<file path="config.mk">
export PLATFORM = sky130hd
export DESIGN_NAME = load_store_unit
export DESIGN_NICKNAME = d
export VERILOG_FILES = /design/src/logic/lsu_pkg.sv /design/src/logic/load_store_unit.sv /design/src/logic/wb_master_arbiter.sv /design/src/logic/store_buffer.sv /design/src/logic/load_unit.sv /design/src/logic/lsu_issue_ctrl.sv
export SDC_FILE = /design/constraint.sdc
export NUM_CORES = 1
export LEC_CHECK = 0
export ABC_AREA = 0
export BUFFER_PORTS_ARGS = -buffer_cell sky130_fd_sc_hd__buf_2
export CAP_MARGIN = 20
export CORE_ASPECT_RATIO = 1.1
export CORE_UTILIZATION = 35
export DETAILED_ROUTE_END_ITERATION = 10
export PLACE_DENSITY = 0.56
export SLEW_MARGIN = 20
export SYNTH_ARGS = -nofsm -noshare
export SYNTH_HDL_FRONTEND = slang
export SYNTH_SLANG_ARGS = --single-unit
</file>
<file path="constraint.sdc">
create_clock -name clk_i -period 4.3 [get_ports clk_i]
set_input_delay 0.43 -clock clk_i [delete_from_list [all_inputs] [get_ports clk_i]]
set_output_delay 0.43 -clock clk_i [all_outputs]
set_load 0.05 [all_outputs]
</file>
<file path="src/logic/lsu_pkg.sv">
package lsu_pkg;

    localparam int unsigned XLEN          = 32;
    localparam int unsigned TRANS_ID_BITS = 3;

    typedef logic [XLEN-1:0]          data_t;
    typedef logic [XLEN/8-1:0]        be_t;
    typedef logic [TRANS_ID_BITS-1:0] trans_id_t;

    typedef enum logic [3:0] {
        LB, LBU, LH, LHU, LW, SB, SH, SW
    } lsu_op_e;

    typedef enum logic [3:0] {
        LD_ADDR_MISALIGNED = 4'd4,
        LD_ACCESS_FAULT    = 4'd5,
        ST_ADDR_MISALIGNED = 4'd6,
        ST_ACCESS_FAULT    = 4'd7
    } exc_cause_e;

    // request as it leaves the issue stage
    typedef struct packed {
        lsu_op_e   op;
        data_t     operand_a;
        data_t     imm;
        data_t     operand_b;
        trans_id_t trans_id;
    } lsu_req_t;

    typedef struct packed {
        logic      valid;
        data_t     vaddr;
        data_t     wdata;
        be_t       be;
        lsu_op_e   op;
        trans_id_t trans_id;
        logic      misaligned;
    } lsu_ctrl_t;

    // result carries the faulting address when ex_valid is set
    typedef struct packed {
        logic       valid;
        trans_id_t  trans_id;
        data_t      result;
        logic       ex_valid;
        exc_cause_e cause;
    } wb_result_t;

    typedef struct packed {
        logic  cyc;
        logic  stb;
        logic  we;
        data_t adr;
        data_t dat;
        be_t   sel;
    } wb_req_t;

    typedef struct packed {
        logic  ack;
        logic  err;
        data_t dat;
    } wb_rsp_t;

    function automatic logic is_load(input lsu_op_e op);
        return op inside {LB, LBU, LH, LHU, LW};
    endfunction

    // 0 byte, 1 half word, 2 word
    function automatic logic [1:0] op_size(input lsu_op_e op);
        case (op)
            LB, LBU, SB: return 2'd0;
            LH, LHU, SH: return 2'd1;
            default:     return 2'd2;
        endcase
    endfunction

    function automatic be_t be_gen(input logic [1:0] addr, input logic [1:0] size);
        case (size)
            2'd0:    return be_t'(4'b0001 << addr);
            2'd1:    return be_t'(4'b0011 << addr);
            default: return 4'b1111;
        endcase
    endfunction

endpackage
</file>
<file path="src/logic/load_store_unit.sv">
`timescale 1ns/10ps

module load_store_unit #(
    parameter int unsigned STORE_BUF_DEPTH = 4
) (
    input  logic                clk_i,
    input  logic                rst_ni,
    input  logic                flush_i,
    input  logic                lsu_valid_i,
    input  lsu_pkg::lsu_req_t   lsu_req_i,
    output logic                lsu_ready_o,
    input  logic                commit_i,
    output logic                commit_ready_o,
    output logic                no_st_pending_o,
    output lsu_pkg::wb_result_t load_wb_o,
    output lsu_pkg::wb_result_t store_wb_o,
    output lsu_pkg::wb_req_t    wb_o,
    input  lsu_pkg::wb_rsp_t    wb_i
);

    lsu_pkg::lsu_ctrl_t ctrl;
    logic               pop_ld;
    logic               pop_st;
    logic               hazard;
    lsu_pkg::data_t     ld_word_adr;
    lsu_pkg::wb_req_t   ld_wb_req;
    lsu_pkg::wb_req_t   st_wb_req;
    lsu_pkg::wb_rsp_t   ld_wb_rsp;
    lsu_pkg::wb_rsp_t   st_wb_rsp;

    lsu_issue_ctrl u_issue_ctrl (
        .clk_i       (clk_i),
        .rst_ni      (rst_ni),
        .lsu_valid_i (lsu_valid_i),
        .lsu_req_i   (lsu_req_i),
        .pop_ld_i    (pop_ld),
        .pop_st_i    (pop_st),
        .lsu_ready_o (lsu_ready_o),
        .ctrl_o      (ctrl)
    );

    load_unit u_load_unit (
        .clk_i         (clk_i),
        .rst_ni        (rst_ni),
        .flush_i       (flush_i),
        .ctrl_i        (ctrl),
        .hazard_i      (hazard),
        .pop_ld_o      (pop_ld),
        .ld_word_adr_o (ld_word_adr),
        .wb_req_o      (ld_wb_req),
        .wb_rsp_i      (ld_wb_rsp),
        .load_wb_o     (load_wb_o)
    );

    store_buffer #(
        .STORE_BUF_DEPTH (STORE_BUF_DEPTH)
    ) u_store_buffer (
        .clk_i           (clk_i),
        .rst_ni          (rst_ni),
        .flush_i         (flush_i),
        .commit_i        (commit_i),
        .ctrl_i          (ctrl),
        .ld_word_adr_i   (ld_word_adr),
        .hazard_o        (hazard),
        .pop_st_o        (pop_st),
        .commit_ready_o  (commit_ready_o),
        .no_st_pending_o (no_st_pending_o),
        .wb_req_o        (st_wb_req),
        .wb_rsp_i        (st_wb_rsp),
        .store_wb_o      (store_wb_o)
    );

    wb_master_arbiter u_wb_arbiter (
        .clk_i    (clk_i),
        .rst_ni   (rst_ni),
        .ld_req_i (ld_wb_req),
        .st_req_i (st_wb_req),
        .ld_rsp_o (ld_wb_rsp),
        .st_rsp_o (st_wb_rsp),
        .wb_o     (wb_o),
        .wb_i     (wb_i)
    );

endmodule

</file>
<file path="src/logic/wb_master_arbiter.sv">
`timescale 1ns/10ps

module wb_master_arbiter (
    input  logic             clk_i,
    input  logic             rst_ni,
    input  lsu_pkg::wb_req_t ld_req_i,
    input  lsu_pkg::wb_req_t st_req_i,
    output lsu_pkg::wb_rsp_t ld_rsp_o,
    output lsu_pkg::wb_rsp_t st_rsp_o,
    output lsu_pkg::wb_req_t wb_o,
    input  lsu_pkg::wb_rsp_t wb_i
);

    logic busy_q;
    logic owner_st_q;
    logic sel_st;
    logic done;

    // idle port goes to the store drain first
    assign sel_st = busy_q ? owner_st_q : st_req_i.cyc;
    assign done   = wb_i.ack || wb_i.err;

    assign wb_o = sel_st ? st_req_i : ld_req_i;

    // --------------------------------------------------
    // response routing
    // --------------------------------------------------
    always_comb begin
        ld_rsp_o.ack = wb_i.ack && !sel_st;
        ld_rsp_o.err = wb_i.err && !sel_st;
        ld_rsp_o.dat = wb_i.dat;
        st_rsp_o.ack = wb_i.ack && sel_st;
        st_rsp_o.err = wb_i.err && sel_st;
        st_rsp_o.dat = wb_i.dat;
    end

    // grant held until the slave ends the cycle
    always_ff @(posedge clk_i or negedge rst_ni) begin
        if (!rst_ni) begin
            busy_q     <= 1'b0;
            owner_st_q <= 1'b0;
        end else if (!busy_q) begin
            if (wb_o.cyc && !done) begin
                busy_q     <= 1'b1;
                owner_st_q <= sel_st;
            end
        end else if (done) begin
            busy_q <= 1'b0;
        end
    end

endmodule

</file>
<file path="src/logic/store_buffer.sv">
`timescale 1ns/10ps

module store_buffer #(
    parameter int unsigned STORE_BUF_DEPTH = 4
) (
    input  logic                clk_i,
    input  logic                rst_ni,
    input  logic                flush_i,
    input  logic                commit_i,
    input  lsu_pkg::lsu_ctrl_t  ctrl_i,
    input  lsu_pkg::data_t      ld_word_adr_i,
    output logic                hazard_o,
    output logic                pop_st_o,
    output logic                commit_ready_o,
    output logic                no_st_pending_o,
    output lsu_pkg::wb_req_t    wb_req_o,
    input  lsu_pkg::wb_rsp_t    wb_rsp_i,
    output lsu_pkg::wb_result_t store_wb_o
);

    localparam int unsigned PTR_W = $clog2(STORE_BUF_DEPTH);

    typedef struct packed {
        lsu_pkg::data_t adr;
        lsu_pkg::data_t dat;
        lsu_pkg::be_t   sel;
    } st_entry_t;

    st_entry_t [STORE_BUF_DEPTH-1:0] spec_mem_q;
    st_entry_t [STORE_BUF_DEPTH-1:0] com_mem_q;
    logic [STORE_BUF_DEPTH-1:0]      spec_vld_q;
    logic [STORE_BUF_DEPTH-1:0]      com_vld_q;
    logic [PTR_W-1:0]                spec_wr_q;
    logic [PTR_W-1:0]                spec_rd_q;
    logic [PTR_W-1:0]                com_wr_q;
    logic [PTR_W-1:0]                com_rd_q;
    logic                            st_req;
    logic                            take;
    logic                            push;
    logic                            drain_done;
    logic                            gap_q;
    st_entry_t                       new_entry;
    lsu_pkg::wb_result_t             wb_q;

    // --------------------------------------------------
    // intake from the request register
    // --------------------------------------------------
    // flushed stores are taken and dropped
    assign st_req   = ctrl_i.valid && !lsu_pkg::is_load(ctrl_i.op);
    assign take     = st_req && (flush_i || ctrl_i.misaligned || !spec_vld_q[spec_wr_q]);
    assign push     = take && !flush_i && !ctrl_i.misaligned;
    assign pop_st_o = take;

    // move store data onto its byte lanes
    assign new_entry.adr = {ctrl_i.vaddr[lsu_pkg::XLEN-1:2], 2'b00};
    assign new_entry.dat = ctrl_i.wdata << {ctrl_i.vaddr[1:0], 3'b000};
    assign new_entry.sel = ctrl_i.be;

    assign commit_ready_o  = !com_vld_q[com_wr_q];
    assign no_st_pending_o = ~|com_vld_q;

    // word match against every pending entry
    always_comb begin
        hazard_o = 1'b0;
        for (int i = 0; i < STORE_BUF_DEPTH; i++) begin
            if (spec_vld_q[i] && spec_mem_q[i].adr == ld_word_adr_i) begin
                hazard_o = 1'b1;
            end
            if (com_vld_q[i] && com_mem_q[i].adr == ld_word_adr_i) begin
                hazard_o = 1'b1;
            end
        end
    end

    // --------------------------------------------------
    // drain of the oldest committed entry
    // --------------------------------------------------
    // one idle cycle after each ack so cyc drops between transfers
    assign drain_done = wb_rsp_i.ack || wb_rsp_i.err;

    always_comb begin
        wb_req_o.cyc = com_vld_q[com_rd_q] && !gap_q;
        wb_req_o.stb = com_vld_q[com_rd_q] && !gap_q;
        wb_req_o.we  = 1'b1;
        wb_req_o.adr = com_mem_q[com_rd_q].adr;
        wb_req_o.dat = com_mem_q[com_rd_q].dat;
        wb_req_o.sel = com_mem_q[com_rd_q].sel;
    end

    always_ff @(posedge clk_i or negedge rst_ni) begin
        if (!rst_ni) begin
            spec_vld_q <= '0;
            com_vld_q  <= '0;
            spec_wr_q  <= '0;
            spec_rd_q  <= '0;
            com_wr_q   <= '0;
            com_rd_q   <= '0;
            gap_q      <= 1'b0;
            wb_q       <= '0;
        end else begin
            gap_q <= drain_done;
            if (push) begin
                spec_vld_q[spec_wr_q] <= 1'b1;
                spec_wr_q             <= spec_wr_q + 1'b1;
            end
            if (commit_i) begin
                spec_vld_q[spec_rd_q] <= 1'b0;
                spec_rd_q             <= spec_rd_q + 1'b1;
                com_vld_q[com_wr_q]   <= 1'b1;
                com_wr_q              <= com_wr_q + 1'b1;
            end
            if (flush_i) begin
                spec_vld_q <= '0;
                spec_wr_q  <= spec_rd_q + PTR_W'(commit_i);
            end
            if (drain_done) begin
                com_vld_q[com_rd_q] <= 1'b0;
                com_rd_q            <= com_rd_q + 1'b1;
            end
            // writeback one edge after the take
            wb_q.valid    <= take && !flush_i;
            wb_q.trans_id <= ctrl_i.trans_id;
            wb_q.result   <= ctrl_i.misaligned ? ctrl_i.vaddr : '0;
            wb_q.ex_valid <= ctrl_i.misaligned;
            wb_q.cause    <= lsu_pkg::ST_ADDR_MISALIGNED;
        end
    end

    always_ff @(posedge clk_i) begin
        if (push) begin
            spec_mem_q[spec_wr_q] <= new_entry;
        end
        if (commit_i) begin
            com_mem_q[com_wr_q] <= spec_mem_q[spec_rd_q];
        end
    end

    assign store_wb_o = wb_q;

endmodule

</file>
<file path="src/logic/load_unit.sv">
`timescale 1ns/10ps

module load_unit (
    input  logic                clk_i,
    input  logic                rst_ni,
    input  logic                flush_i,
    input  lsu_pkg::lsu_ctrl_t  ctrl_i,
    input  logic                hazard_i,
    output logic                pop_ld_o,
    output lsu_pkg::data_t      ld_word_adr_o,
    output lsu_pkg::wb_req_t    wb_req_o,
    input  lsu_pkg::wb_rsp_t    wb_rsp_i,
    output lsu_pkg::wb_result_t load_wb_o
);

    typedef enum logic [1:0] {IDLE, TRANSLATE, BUS} state_e;

    state_e              state_q;
    state_e              state_d;
    logic                ld_req;
    lsu_pkg::lsu_ctrl_t  ld_q;
    lsu_pkg::data_t      paddr_q;
    lsu_pkg::data_t      shifted;
    lsu_pkg::wb_result_t wb_d;
    lsu_pkg::wb_result_t wb_q;

    assign ld_req        = ctrl_i.valid && lsu_pkg::is_load(ctrl_i.op);
    assign ld_word_adr_o = {ctrl_i.vaddr[lsu_pkg::XLEN-1:2], 2'b00};
    assign shifted       = wb_rsp_i.dat >> {ld_q.vaddr[1:0], 3'b000};

    // --------------------------------------------------
    // control FSM
    // --------------------------------------------------
    always_comb begin
        state_d  = state_q;
        pop_ld_o = 1'b0;
        wb_d     = '0;
        case (state_q)
            IDLE: begin
                if (ld_req && flush_i) begin
                    pop_ld_o = 1'b1;
                end else if (ld_req && ctrl_i.misaligned) begin
                    pop_ld_o      = 1'b1;
                    wb_d.valid    = 1'b1;
                    wb_d.trans_id = ctrl_i.trans_id;
                    wb_d.result   = ctrl_i.vaddr;
                    wb_d.ex_valid = 1'b1;
                    wb_d.cause    = lsu_pkg::LD_ADDR_MISALIGNED;
                end else if (ld_req && !hazard_i) begin
                    pop_ld_o = 1'b1;
                    state_d  = TRANSLATE;
                end
            end
            // nothing has gone out yet so a flush still kills it
            TRANSLATE: state_d = flush_i ? IDLE : BUS;
            default: begin
                if (wb_rsp_i.ack || wb_rsp_i.err) begin
                    state_d       = IDLE;
                    wb_d.valid    = 1'b1;
                    wb_d.trans_id = ld_q.trans_id;
                    if (wb_rsp_i.err) begin
                        wb_d.result   = ld_q.vaddr;
                        wb_d.ex_valid = 1'b1;
                        wb_d.cause    = lsu_pkg::LD_ACCESS_FAULT;
                    end else begin
                        case (ld_q.op)
                            lsu_pkg::LB:  wb_d.result = {{24{shifted[7]}}, shifted[7:0]};
                            lsu_pkg::LBU: wb_d.result = {24'b0, shifted[7:0]};
                            lsu_pkg::LH:  wb_d.result = {{16{shifted[15]}}, shifted[15:0]};
                            lsu_pkg::LHU: wb_d.result = {16'b0, shifted[15:0]};
                            default:      wb_d.result = shifted;
                        endcase
                    end
                end
            end
        endcase
    end

    // address and sel held until ack or err
    always_comb begin
        wb_req_o.cyc = (state_q == BUS);
        wb_req_o.stb = (state_q == BUS);
        wb_req_o.we  = 1'b0;
        wb_req_o.adr = paddr_q;
        wb_req_o.dat = '0;
        wb_req_o.sel = ld_q.be;
    end

    always_ff @(posedge clk_i or negedge rst_ni) begin
        if (!rst_ni) begin
            state_q <= IDLE;
            wb_q    <= '0;
        end else begin
            state_q <= state_d;
            wb_q    <= wb_d;
        end
    end

    // bare mode translation register
    always_ff @(posedge clk_i) begin
        if (pop_ld_o) begin
            ld_q <= ctrl_i;
        end
        paddr_q <= {ld_q.vaddr[lsu_pkg::XLEN-1:2], 2'b00};
    end

    assign load_wb_o = wb_q;

endmodule

</file>
<file path="src/logic/lsu_issue_ctrl.sv">
`timescale 1ns/10ps

module lsu_issue_ctrl (
    input  logic               clk_i,
    input  logic               rst_ni,
    input  logic               lsu_valid_i,
    input  lsu_pkg::lsu_req_t  lsu_req_i,
    input  logic               pop_ld_i,
    input  logic               pop_st_i,
    output logic               lsu_ready_o,
    output lsu_pkg::lsu_ctrl_t ctrl_o
);

    lsu_pkg::data_t     vaddr;
    lsu_pkg::be_t       be;
    logic [1:0]         size;
    logic               misaligned;
    logic               ready;
    lsu_pkg::lsu_ctrl_t req_q;

    // --------------------------------------------------
    // address generation
    // --------------------------------------------------
    assign vaddr = lsu_req_i.operand_a + lsu_req_i.imm;
    assign size  = lsu_pkg::op_size(lsu_req_i.op);
    assign be    = lsu_pkg::be_gen(vaddr[1:0], size);

    // bytes never misalign
    always_comb begin
        case (size)
            2'd1:    misaligned = vaddr[0];
            2'd2:    misaligned = |vaddr[1:0];
            default: misaligned = 1'b0;
        endcase
    end

    // --------------------------------------------------
    // request register
    // --------------------------------------------------
    // a pop frees the slot in the same cycle so a new request can follow
    assign ready       = !req_q.valid || pop_ld_i || pop_st_i;
    assign lsu_ready_o = ready;

    always_ff @(posedge clk_i or negedge rst_ni) begin
        if (!rst_ni) begin
            req_q <= '0;
        end else if (lsu_valid_i && ready) begin
            req_q.valid      <= 1'b1;
            req_q.vaddr      <= vaddr;
            req_q.wdata      <= lsu_req_i.operand_b;
            req_q.be         <= be;
            req_q.op         <= lsu_req_i.op;
            req_q.trans_id   <= lsu_req_i.trans_id;
            req_q.misaligned <= misaligned;
        end else if (pop_ld_i || pop_st_i) begin
            req_q.valid <= 1'b0;
        end
    end

    assign ctrl_o = req_q;

endmodule

</file>
### Yosys cells after proc, flatten, opt, wreduce, memory -nomap -nowiden

Index checks and enable logic that the tools add are counted.

* bits in writable memories: 0
* memory bits (read-only): 0
* bits of input ports: 142
* memories kept: 0
* latch bits: 0
* word-level logic and storage cells: 236
* output and inout bits: 156
* bits in registers: 794

* order comparisons: 8
* add/subtract/negate cells: 6
* bitwise gates (word level): 7
* shifts and indexed selects: 4
* eq/ne operators: 27
* divide/modulo/power cells: 0
* multiplexer cells: 67
* $mul: 0
* reduce and logical (&&, ||, !) cells: 61

Operators by type and width (number)
* $bwmux W272: 2
* $bmux W68 S2: 2
* $demux W68 S2: 2
* $mux W68: 4
* $eq A32 B32 Y1: 8
* $pmux W32 S4: 1
* $mux W41: 3
* $pmux W41 S2: 1
* $mux W71: 1
* $mux W32: 2
* $add A32 B32 Y32: 1
* $shl A32 B5 Y32: 1
* $shr A32 B5 Y32: 1
* $logic_and A1 B1 Y1: 27
* $mux W1: 25
* $eq A4 B2 Y1 const B: 6
* $mux W4: 5
* $mux W2: 7
* $eq A4 B1 Y1 const B: 3
* $eq A4 B3 Y1 const B: 3
* $logic_not A4 Y1: 3
* $lt A2 B3 Y1 const B: 4
* $logic_not A1 Y1: 11
* $add A2 B1 Y2 const B: 4
* 28 further kinds: 53

### Depth between registers and ports, before layout

Gate-level depths: netlist of the first run.

* depth after elaboration: 20
* depth in mapped cells: 12

### Modules after synthesis

A second synthesis of the first run with hierarchy kept.

* cells, all modules: 2438
* area, all modules: 35993.3 µm²

Modules (own cells, without submodules)
* store_buffer: cells each 1313, sequential area each 17231.5 µm², area each 24557.3 µm², instances 1
* load_unit: cells each 428, sequential area each 2892.8 µm², area each 5116.2 µm², instances 1
* lsu_issue_ctrl: cells each 539, sequential area each 1926.8 µm², area each 4566.9 µm², instances 1
* wb_master_arbiter: cells each 158, sequential area each 50.0 µm², area each 1752.9 µm², instances 1

### Worst setup path after synthesis of the first run

Ideal clock, no wire load.

* path type: reg-to-reg
* start: register u_store_buffer.spec_wr_q[0]
* end: register u_store_buffer.spec_mem_q[100] (netlist name), enable pin
* slack: 0.687 ns
* arrival time: 3.181 ns
* library setup time: 0.432 ns
* cell stages (with the launch flop): 6
* path buffers: 0
* period minus slack after synthesis: 3.613 ns
* cell sequence: dfrtp_1 mux4_2 nand2_1 nand3b_1 nor3_1 and2_1

* cells in the longest elaborated chain, start to end: 7

RTL lines
* start: declaration: RTL line store_buffer.sv:33 `logic [PTR_W-1:0] spec_wr_q;`
* start signal: assignment: RTL line store_buffer.sv:104 `spec_wr_q <= spec_wr_q + 1'b1;`
* start signal: assignment: RTL line store_buffer.sv:114 `spec_wr_q <= spec_rd_q + PTR_W'(commit_i);`
* $bmux W1 S2: RTL line store_buffer.sv:50 `assign take = st_req && (flush_i || ctrl_i.misaligned || !spec_vld_q[spec_wr_q]);`
* $mux W1 (not written as such): RTL line store_buffer.sv:50
* $logic_not A1 Y1: RTL line store_buffer.sv:50
* $logic_or A1 B1 Y1: RTL line store_buffer.sv:50
* $logic_and A1 B1 Y1: RTL line store_buffer.sv:50
* $logic_and A1 B1 Y1 (2 in a row): RTL line store_buffer.sv:51 `assign push = take && !flush_i && !ctrl_i.misaligned;`
* end signal: indexed assignment: RTL line store_buffer.sv:131 `spec_mem_q[spec_wr_q] <= new_entry;`
* end: declaration: RTL line store_buffer.sv:29 `st_entry_t [STORE_BUF_DEPTH-1:0] spec_mem_q;`

No other way between the ends. The select of a mux whose other input is x is not followed.
A chain may end at the register's enable or synchronous reset.

### Worst setup path after layout of the first run

* start: register u_issue_ctrl.req_q (netlist bit u_issue_ctrl.ctrl_o[57])
* end: output port lsu_ready_o

* cells in the longest elaborated chain, start to end: 18

RTL lines
* start: declaration: RTL line lsu_issue_ctrl.sv:19 `lsu_pkg::lsu_ctrl_t req_q;`
* $eq A32 B32 Y1: RTL line store_buffer.sv:66 `if (spec_vld_q[i] && spec_mem_q[i].adr == ld_word_adr_i) begin`
* $logic_and A1 B1 Y1: RTL line store_buffer.sv:66
* $mux W1: RTL line store_buffer.sv:66
* $mux W1: RTL line store_buffer.sv:69 `if (com_vld_q[i] && com_mem_q[i].adr == ld_word_adr_i) begin`
* $mux W1: RTL line store_buffer.sv:66
* $mux W1: RTL line store_buffer.sv:69
* $mux W1: RTL line store_buffer.sv:66
* $mux W1: RTL line store_buffer.sv:69
* $mux W1: RTL line store_buffer.sv:66
* $mux W1 (*): RTL line store_buffer.sv:69
* $logic_not A1 Y1 (*): RTL line load_unit.sv:49 `end else if (ld_req && !hazard_i) begin`
* $logic_and A1 B1 Y1 (*): RTL line load_unit.sv:49
* $mux W1 (*): RTL line load_unit.sv:49
* $mux W1 (*): RTL line load_unit.sv:42 `end else if (ld_req && ctrl_i.misaligned) begin`
* $mux W1 (*): RTL line load_unit.sv:40 `if (ld_req && flush_i) begin`
* $mux W1 (*): RTL line load_unit.sv:38 `case (state_q)`
* $logic_or A1 B1 Y1 (*) (2 in a row): RTL line lsu_issue_ctrl.sv:41 `assign ready = !req_q.valid || pop_ld_i || pop_st_i;`
* end: declaration: RTL line load_store_unit.sv:11 `output logic lsu_ready_o,`

Every way passes the cells marked *; elsewhere a longest branch is shown, timed or not.

==> results of run 1 <==
[worst max-delay path, delay by kind of cell, from the launching register on]
family                    cells  cell delay, ps
buffers and inverters         2             590
AOI/OAI and AO/OA             2             460
DFF                           1             510
and+or+nand+nor               5            1240
xor gates and xnor gates      1             360
[sequential cells by signal, indices dropped and copies added, names as in the netlist]
signal and flops:
u_store_buffer.com_mem_q 264, u_store_buffer.spec_mem_q 264, u_issue_ctrl.ctrl_o 77, u_load_unit.ld_q 39, u_load_unit.load_wb_o 38, u_store_buffer.store_wb_o 38
u_load_unit.paddr_q 30, u_load_unit.wb_req_o 4, u_store_buffer.com_vld_q 4, u_store_buffer.spec_vld_q 4, u_load_unit.state_q 2, u_store_buffer.com_rd_q 2
u_store_buffer.com_wr_q 2, u_store_buffer.spec_rd_q 2, u_store_buffer.spec_wr_q 2, u_store_buffer.gap_q 1, u_wb_arbiter.busy_q 1, u_wb_arbiter.owner_st_q 1
[cell usage in the layout (no fill, tap or decap), drive strengths merged, types with 9 or more instances in the layout]
cell type	count
mux2i	36
ha	48
dlygate4sd3	15
edfxtp	571
and2	52
mux4	135
dfxtp	30
dfrtp	174
nor2b	50
a21o	10
a211oi	24
nand4	51
xor2	81
a21oi	76
clkinv	17
mux2	78
buf	359
nor2	41
nand3	11
nor4	29
xnor2	192
clkbuf	119
o21a	12
a22oi	9
nand2	116
inv	31
o21ai	122
[stage by stage]
step           total power (uW)  setup WS, ps   util  hold slack [ps]  instances
6_report                  34500          85.7  0.414             29.8       3848
5_1_grt                   35900          37.7  0.414             12.7       3847
4_1_cts                   34800           106  0.414             1.31       3844
3_5_place_dp              28200           548  0.387              353       3686
3_3_place_gp              28000           572  0.387              350       3686
2_1_floorplan             22800           687      -              134       2183
[per-layer routing]
layer / track usage / vias to the layer above / wire length (um)
met5: 0 / - / 32
met4: 0.0567 / 6 / 2330
met2: 0.321 / 781 / 46800
met3: 0.0306 / 122 / 5850
met1: 0.275 / 10400 / 43300
li1: - / 8888 / -
[worst min-delay path by stage]
stage	endpoint	slack (ps)	startpoint
3_5_place_dp	u_load_unit.paddr_q[14]$_DFF_P_	350	u_load_unit.ld_q[58]$_DFFE_PP_
3_3_place_gp	u_load_unit.paddr_q[11]$_DFF_P_	350	u_load_unit.ld_q[55]$_DFFE_PP_
6_report	u_issue_ctrl.ctrl_o[2]$_DFFE_PN0P_	30	lsu_req_i[1]
4_1_cts	u_issue_ctrl.ctrl_o[2]$_DFFE_PN0P_	1	lsu_req_i[1]
2_1_floorplan	u_issue_ctrl.ctrl_o[0]$_DFFE_PN0P_	130	rst_ni
5_1_grt	u_issue_ctrl.ctrl_o[28]$_DFFE_PN0P_	10	lsu_req_i[19]
[cells by family after synthesis]
logic type               after synthesis  share of synthesized area
buffers and inverters                153                     0.0220
other                                  2                   0.000221
AND/OR/NAND/NOR                      380                     0.0584
XOR/XNOR                             273                     0.0704
AO/OA/AOI/OAI                        297                     0.0537
adder cells (fa/ha/maj)               49                     0.0183
multiplexers                         249                      0.126
flip-flops                           775                      0.651
[report_power, final]
| group | switching, uW | internal (uW) | total [uW] |
|---|---|---|---|
| Combinational | 10200 | 4900 | 15100 |
| Sequential | 1660 | 11200 | 12800 |
| Clock | 2810 | 3750 | 6560 |
| Total | 14700 | 19800 | 34500 |
[final cells by class]
cell class,count,area [sq um],share of cell area
Sequential cell,775,22100,0.557
Multi-Input combinational cell,1255,11200,0.281
Timing Repair Buffer,375,2280,0.0575
Clock buffer,118,2260,0.0568
Tap cell,1270,1590,0.0400
Clock inverter,25,189,0.00476
Inverter,26,97.6,0.00246
Antenna cell,4,10.0,0.000252
==> impl_metrics.py, run 1 <==
metrics = {
    "routing": {
        "antenna_left": 0,
        "wl_mm": 98.3,
        "vias_per_cell": 5.25,
        "vias": 20200,
        "first_iter_violations": 1731,
        "routedWlPerCell_um": 25.6,
        "post-route-drc-count": 0,
        "drtPass1Iterations": 7,
    },
    "clock_network": {
        "ctsHoldBuffers": 15,
        "cts_max_path_buffers": 3,
        "cts_tree": "done",
        "cts.sinks": 775,
        "cts_buffers": 79,
        "ctsResizeCount": 0,
        "postCtsSetupBuffers": 0,
        "cts_root_buf": "clkbuf_16",
        "path_clk_slew_ps": 60,
        "clk_latency_ps": 630,
        "cts-htree-levels": 3,
    },
    "pwr": {
        "power_density_nw_per_um2": 869,
        "peakVddDrop_mv": 0.612,
        "power_leakage_uw": 0.0145,
    },
    "setup_path": {
        "critical_path_required_ps": 3870,
        "crit_chain": "buf_4 > xnor2_1 > nand4_1 > nor4_1 > a41oi_1 > nand4_1 > nor2_1 > o21ai_0 > nand3_1 > buf_2",
        "crit_path_end": "lsu_ready_o",
        "timing.critical_path.arrival_ps": 3780,
        "crit_type": "reg2out",
        "slowest_stage": "dfrtp_1",
        "r2r-start": "u_issue_ctrl.ctrl_o[46]$_DFFE_PN0P_",
        "cp-end-kind": "primary output",
        "cp_common_cell": "nand4_1",
        "crit_start": "u_issue_ctrl.ctrl_o[57]$_DFFE_PN0P_",
        "critPathMaxFanout": 11,
        "timing.rr.end": "u_issue_ctrl.ctrl_o[73]$_DFFE_PN0P_",
        "rrSetupSlack_ps": 850,
        "start_kind": "flip-flop",
        "r2r_cells": 9,
        "cpPeakStageDelay_ps": 510,
    },
    "sta": {
        "setup_tns_ps": 0,
        "rsz0062_at_grt": "false",
        "fin_crit_sh": 0.980,
        "max_freq_mhz": 237,
        "skew_ps": 25.3,
        "slew_headroom": 0.299,
        "finalSetupViolations": 0,
        "drv_slew": 0,
        "period_minus_slack_ps": 4210,
        "timing_hold_violations_final": 0,
        "tightest_slew_ps": 1050,
    },
    "hold_path": {
        "holdPathStages": 2,
        "hold_class": "in2reg",
    },
    "layout": {
        "area_growth_pct": 16.9,
        "final_nets": 2703,
        "fillCellCount": 8752,
        "stdcell_area_sq_um": 39700,
        "drive_gt1_frac": 0.260,
    },
    "floorplan": {
        "core_area_sq_um": 95900,
        "initial_core_util": 0.354,
        "dieArea_sq_um": 98300,
        "die_x_um": 299,
        "row_count": 119,
        "io_pins": 298,
        "die_y_um": 329,
    },
    "yosys": {
        "netlist.area_leader.share": 0.505,
        "synth_cells": 2178,
        "synthTopCellsByArea": "edfxtp_1 (50%), dfrtp_1 (13%), mux4_2 (9.0%)",
        "synthArstFlopShare": 0.225,
        "ys.flop_type": "edfxtp_1",
        "synth-seq-cells": 775,
        "yosysSeqAreaShare": 0.651,
        "ys_warn_count": 0,
        "yosysMostFrequentCell": "edfxtp_1",
        "synth_common_cells": "edfxtp_1 (571), xnor2_1 (192), dfrtp_1 (174)",
        "avgSynthCellArea_sq_um": 15.6,
        "synth_area_sq_um": 34000,
        "ys_types": 68,
        "synth_largest_area_cell": "edfxtp_1",
        "synth-edff-count": 571,
    },
    "place": {
        "io_buffers": 291,
        "placed_area_sq_um": 37100,
        "dp_hpwl_mm": 70.2,
        "gp_congestion": 0.908,
    },
    "global_route": {
        "grt_pass1_wl_mm": 142,
        "grt_pass1_vias": 20700,
        "track_usage": 0.198,
        "grt_start_max_net_pins": 95,
        "antenna_found_initial": 11,
        "gr-total-overflow": 0,
    },
    "flow_run": {
        "maxCapViolations": 0,
    },
    "run_status": {
        "status": "finished clean",
    },
}
Power figures use the tool's default switching activity.
==> run 2, diff against run 1 <==
--- a/config.mk
+++ b/config.mk
@@ -11,6 +11,7 @@
 export CORE_ASPECT_RATIO = 1.1
 export CORE_UTILIZATION = 35
 export DETAILED_ROUTE_END_ITERATION = 10
+export HOLD_SLACK_MARGIN = 0.08
 export PLACE_DENSITY = 0.56
 export SLEW_MARGIN = 20
 export SYNTH_ARGS = -nofsm -noshare
==> run 2 against run 1 <==
  * Via count rose by 0.52%
  * Die area did not move
  * Critical path depth did not move
  * Clock skew rose by 1.4 ps
  * Largest cell class unchanged
  * First-iteration DRC count rose by 1.7%
  * Wire length rose by 0.45%
  * Worst hold slack improved by 120 ps
==> impl_metrics.py, run 2 (synthesized netlist as in run 1, its figures left out) <==
metrics = {
    "routing": {
        "routedWlPerCell_um": 25.5,
        "post-route-drc-count": 0,
        "vias": 20300,
        "antenna_left": 0,
        "wl_mm": 98.8,
        "vias_per_cell": 5.25,
        "first_iter_violations": 1760,
        "drtPass1Iterations": 7,
    },
    "floorplan": {
        "io_pins": 298,
        "row_count": 119,
        "initial_core_util": 0.354,
        "die_x_um": 299,
        "die_y_um": 329,
        "dieArea_sq_um": 98300,
        "core_area_sq_um": 95900,
    },
    "pwr": {
        "pwr-share-comb": 0.438,
        "p_sw_uw": 14700,
        "power_frac_seq": 0.372,
        "internal-power_uw": 19800,
        "power_density_nw_per_um2": 864,
        "peakVddDrop_mv": 0.613,
        "clockPowerShare": 0.190,
        "power_leakage_uw": 0.0146,
        "swShare": 0.425,
    },
    "setup_path": {
        "crit_path_end": "lsu_ready_o",
        "timing.rr.end": "u_issue_ctrl.ctrl_o[73]$_DFFE_PN0P_",
        "crit_start": "u_issue_ctrl.ctrl_o[57]$_DFFE_PN0P_",
        "cpPeakStageDelay_ps": 510,
        "r2r_cells": 9,
        "crit_type": "reg2out",
        "start_kind": "flip-flop",
        "cp-end-kind": "primary output",
        "critPathMaxFanout": 11,
        "r2r-start": "u_issue_ctrl.ctrl_o[46]$_DFFE_PN0P_",
        "timing.critical_path.arrival_ps": 3800,
        "cp_common_cell": "nand4_1",
        "crit_chain": "buf_4 > xnor2_1 > nand4_1 > nor4_1 > a41oi_1 > nand4_1 > nor2_1 > o21ai_0 > nand3_1 > buf_2",
        "critical_path_required_ps": 3870,
        "slowest_stage": "dfrtp_1",
        "rrSetupSlack_ps": 890,
    },
    "clock_network": {
        "clk_latency_ps": 630,
        "cts_root_buf": "clkbuf_16",
        "cts_max_path_buffers": 3,
        "ctsResizeCount": 0,
        "cts_tree": "done",
        "cts.sinks": 775,
        "cts_buffers": 79,
        "cts-htree-levels": 3,
        "path_clk_slew_ps": 60,
    },
    "layout": {
        "drive_gt1_frac": 0.258,
        "final_cell_mix": "edfxtp_1 (571), buf_2 (290), xnor2_1 (192), dfrtp_1 (169), mux4_2 (135)",
        "final_cell_count_no_fill": 3870,
        "stdcell_area_sq_um": 39900,
        "final_common_cell": "edfxtp_1",
        "final_nets": 2726,
        "fin_util": 0.416,
        "area_growth_pct": 17.6,
    },
    "place": {
        "gp_congestion": 0.908,
        "placed_area_sq_um": 37100,
        "io_buffers": 291,
        "dp_cells": 3686,
        "dp_hpwl_mm": 70.2,
    },
    "sta": {
        "drv_slew": 0,
        "rsz0062_at_grt": "false",
        "period_minus_slack_ps": 4230,
        "finalSetupViolations": 0,
        "setup_tns_ps": 0,
        "skew_ps": 26.7,
        "tightest_slew_ps": 1060,
        "max_freq_mhz": 236,
        "fin_crit_sh": 0.984,
        "slew_headroom": 0.295,
        "timing_hold_violations_final": 0,
        "fin_hold_ws_ps": 151,
    },
    "hold_path": {
        "hold_class": "in2reg",
    },
    "flow_run": {
        "maxCapViolations": 0,
    },
    "global_route": {
        "gr-total-overflow": 0,
        "grt_start_max_net_pins": 95,
        "grt_pass1_vias": 20800,
        "antenna_found_initial": 11,
        "track_usage": 0.199,
        "grt_pass1_wl_mm": 143,
    },
    "run_status": {
        "status": "finished clean",
    },
}
[run 2: cell types whose count changed in the layout (fill, tap and decap cells not counted), sizes merged]
cell	previous run	this run
dlygate4sd3	15	38
diode	4	3
[run 2: cell type report]
class | count | area [sq um]
Multi-Input combinational cell | 1255 | 11200
Sequential cell | 775 | 22100
Tap cell | 1270 | 1590
Antenna cell | 3 | 7.51
Clock inverter | 25 | 189
Inverter | 26 | 97.6
Fill cell | 8734 | 56000
Timing Repair Buffer | 398 | 2510
Clock buffer | 118 | 2260
[run 2: per-layer routing]
layer  global-route usage  wire [um]  vias to the layer above
met3               0.0304       5670                      137
met5                    0         32                        -
met2                0.321      46800                      739
li1                     -          -                     8942
met4               0.0620       2670                        6
met1                0.276      43600                    10500
[run 2: worst min-delay path by stage]
stage	start	end	slack, ps	cells after the start
floorplan	rst_ni	u_issue_ctrl.ctrl_o[0]$_DFFE_PN0P_	130	0
detailed placement	u_load_unit.ld_q[58]$_DFFE_PP_	u_load_unit.paddr_q[14]$_DFF_P_	350	0
global route	lsu_req_i[101]	u_issue_ctrl.ctrl_o[6]$_DFFE_PN0P_	140	2
global placement	u_load_unit.ld_q[55]$_DFFE_PP_	u_load_unit.paddr_q[11]$_DFF_P_	350	0
CTS	lsu_req_i[101]	u_issue_ctrl.ctrl_o[6]$_DFFE_PN0P_	110	2
finish	wb_i[32]	u_wb_arbiter.busy_q$_DFF_PN0_	150	3
[run 2: worst max-delay path: cells and delay by family, from the launching register on]
kind | cells | cell delay, ps
and+or+nand+nor | 5 | 1250
buffers and inverters | 2 | 580
DFF | 1 | 510
AOI/OAI and AO/OA | 2 | 450
xor gates and xnor gates | 1 | 380
[run 2: power groups by stage]
stage	Combinational, uW	Sequential (uW)	Clock (uW)
floorplan	9840	13000	0
global placement	15100	12900	0
detailed placement	15200	13000	0
CTS	15300	12800	6680
global route	15900	13100	6950
finish	15100	12800	6560
[run 2: timing repair]
action,in CTS,in global routing
hold buffers,38,0
hold endpoints to repair,130,0
buffers inserted,0,0
[run 2: metrics by stage]
stage | power [uW] | worst slack [ps]
after global routing | 35900 | 37.7
after floorplan | 22800 | 687
after detailed placement | 28200 | 548
after global placement | 28000 | 572
after CTS | 34800 | 106
final | 34500 | 69.9
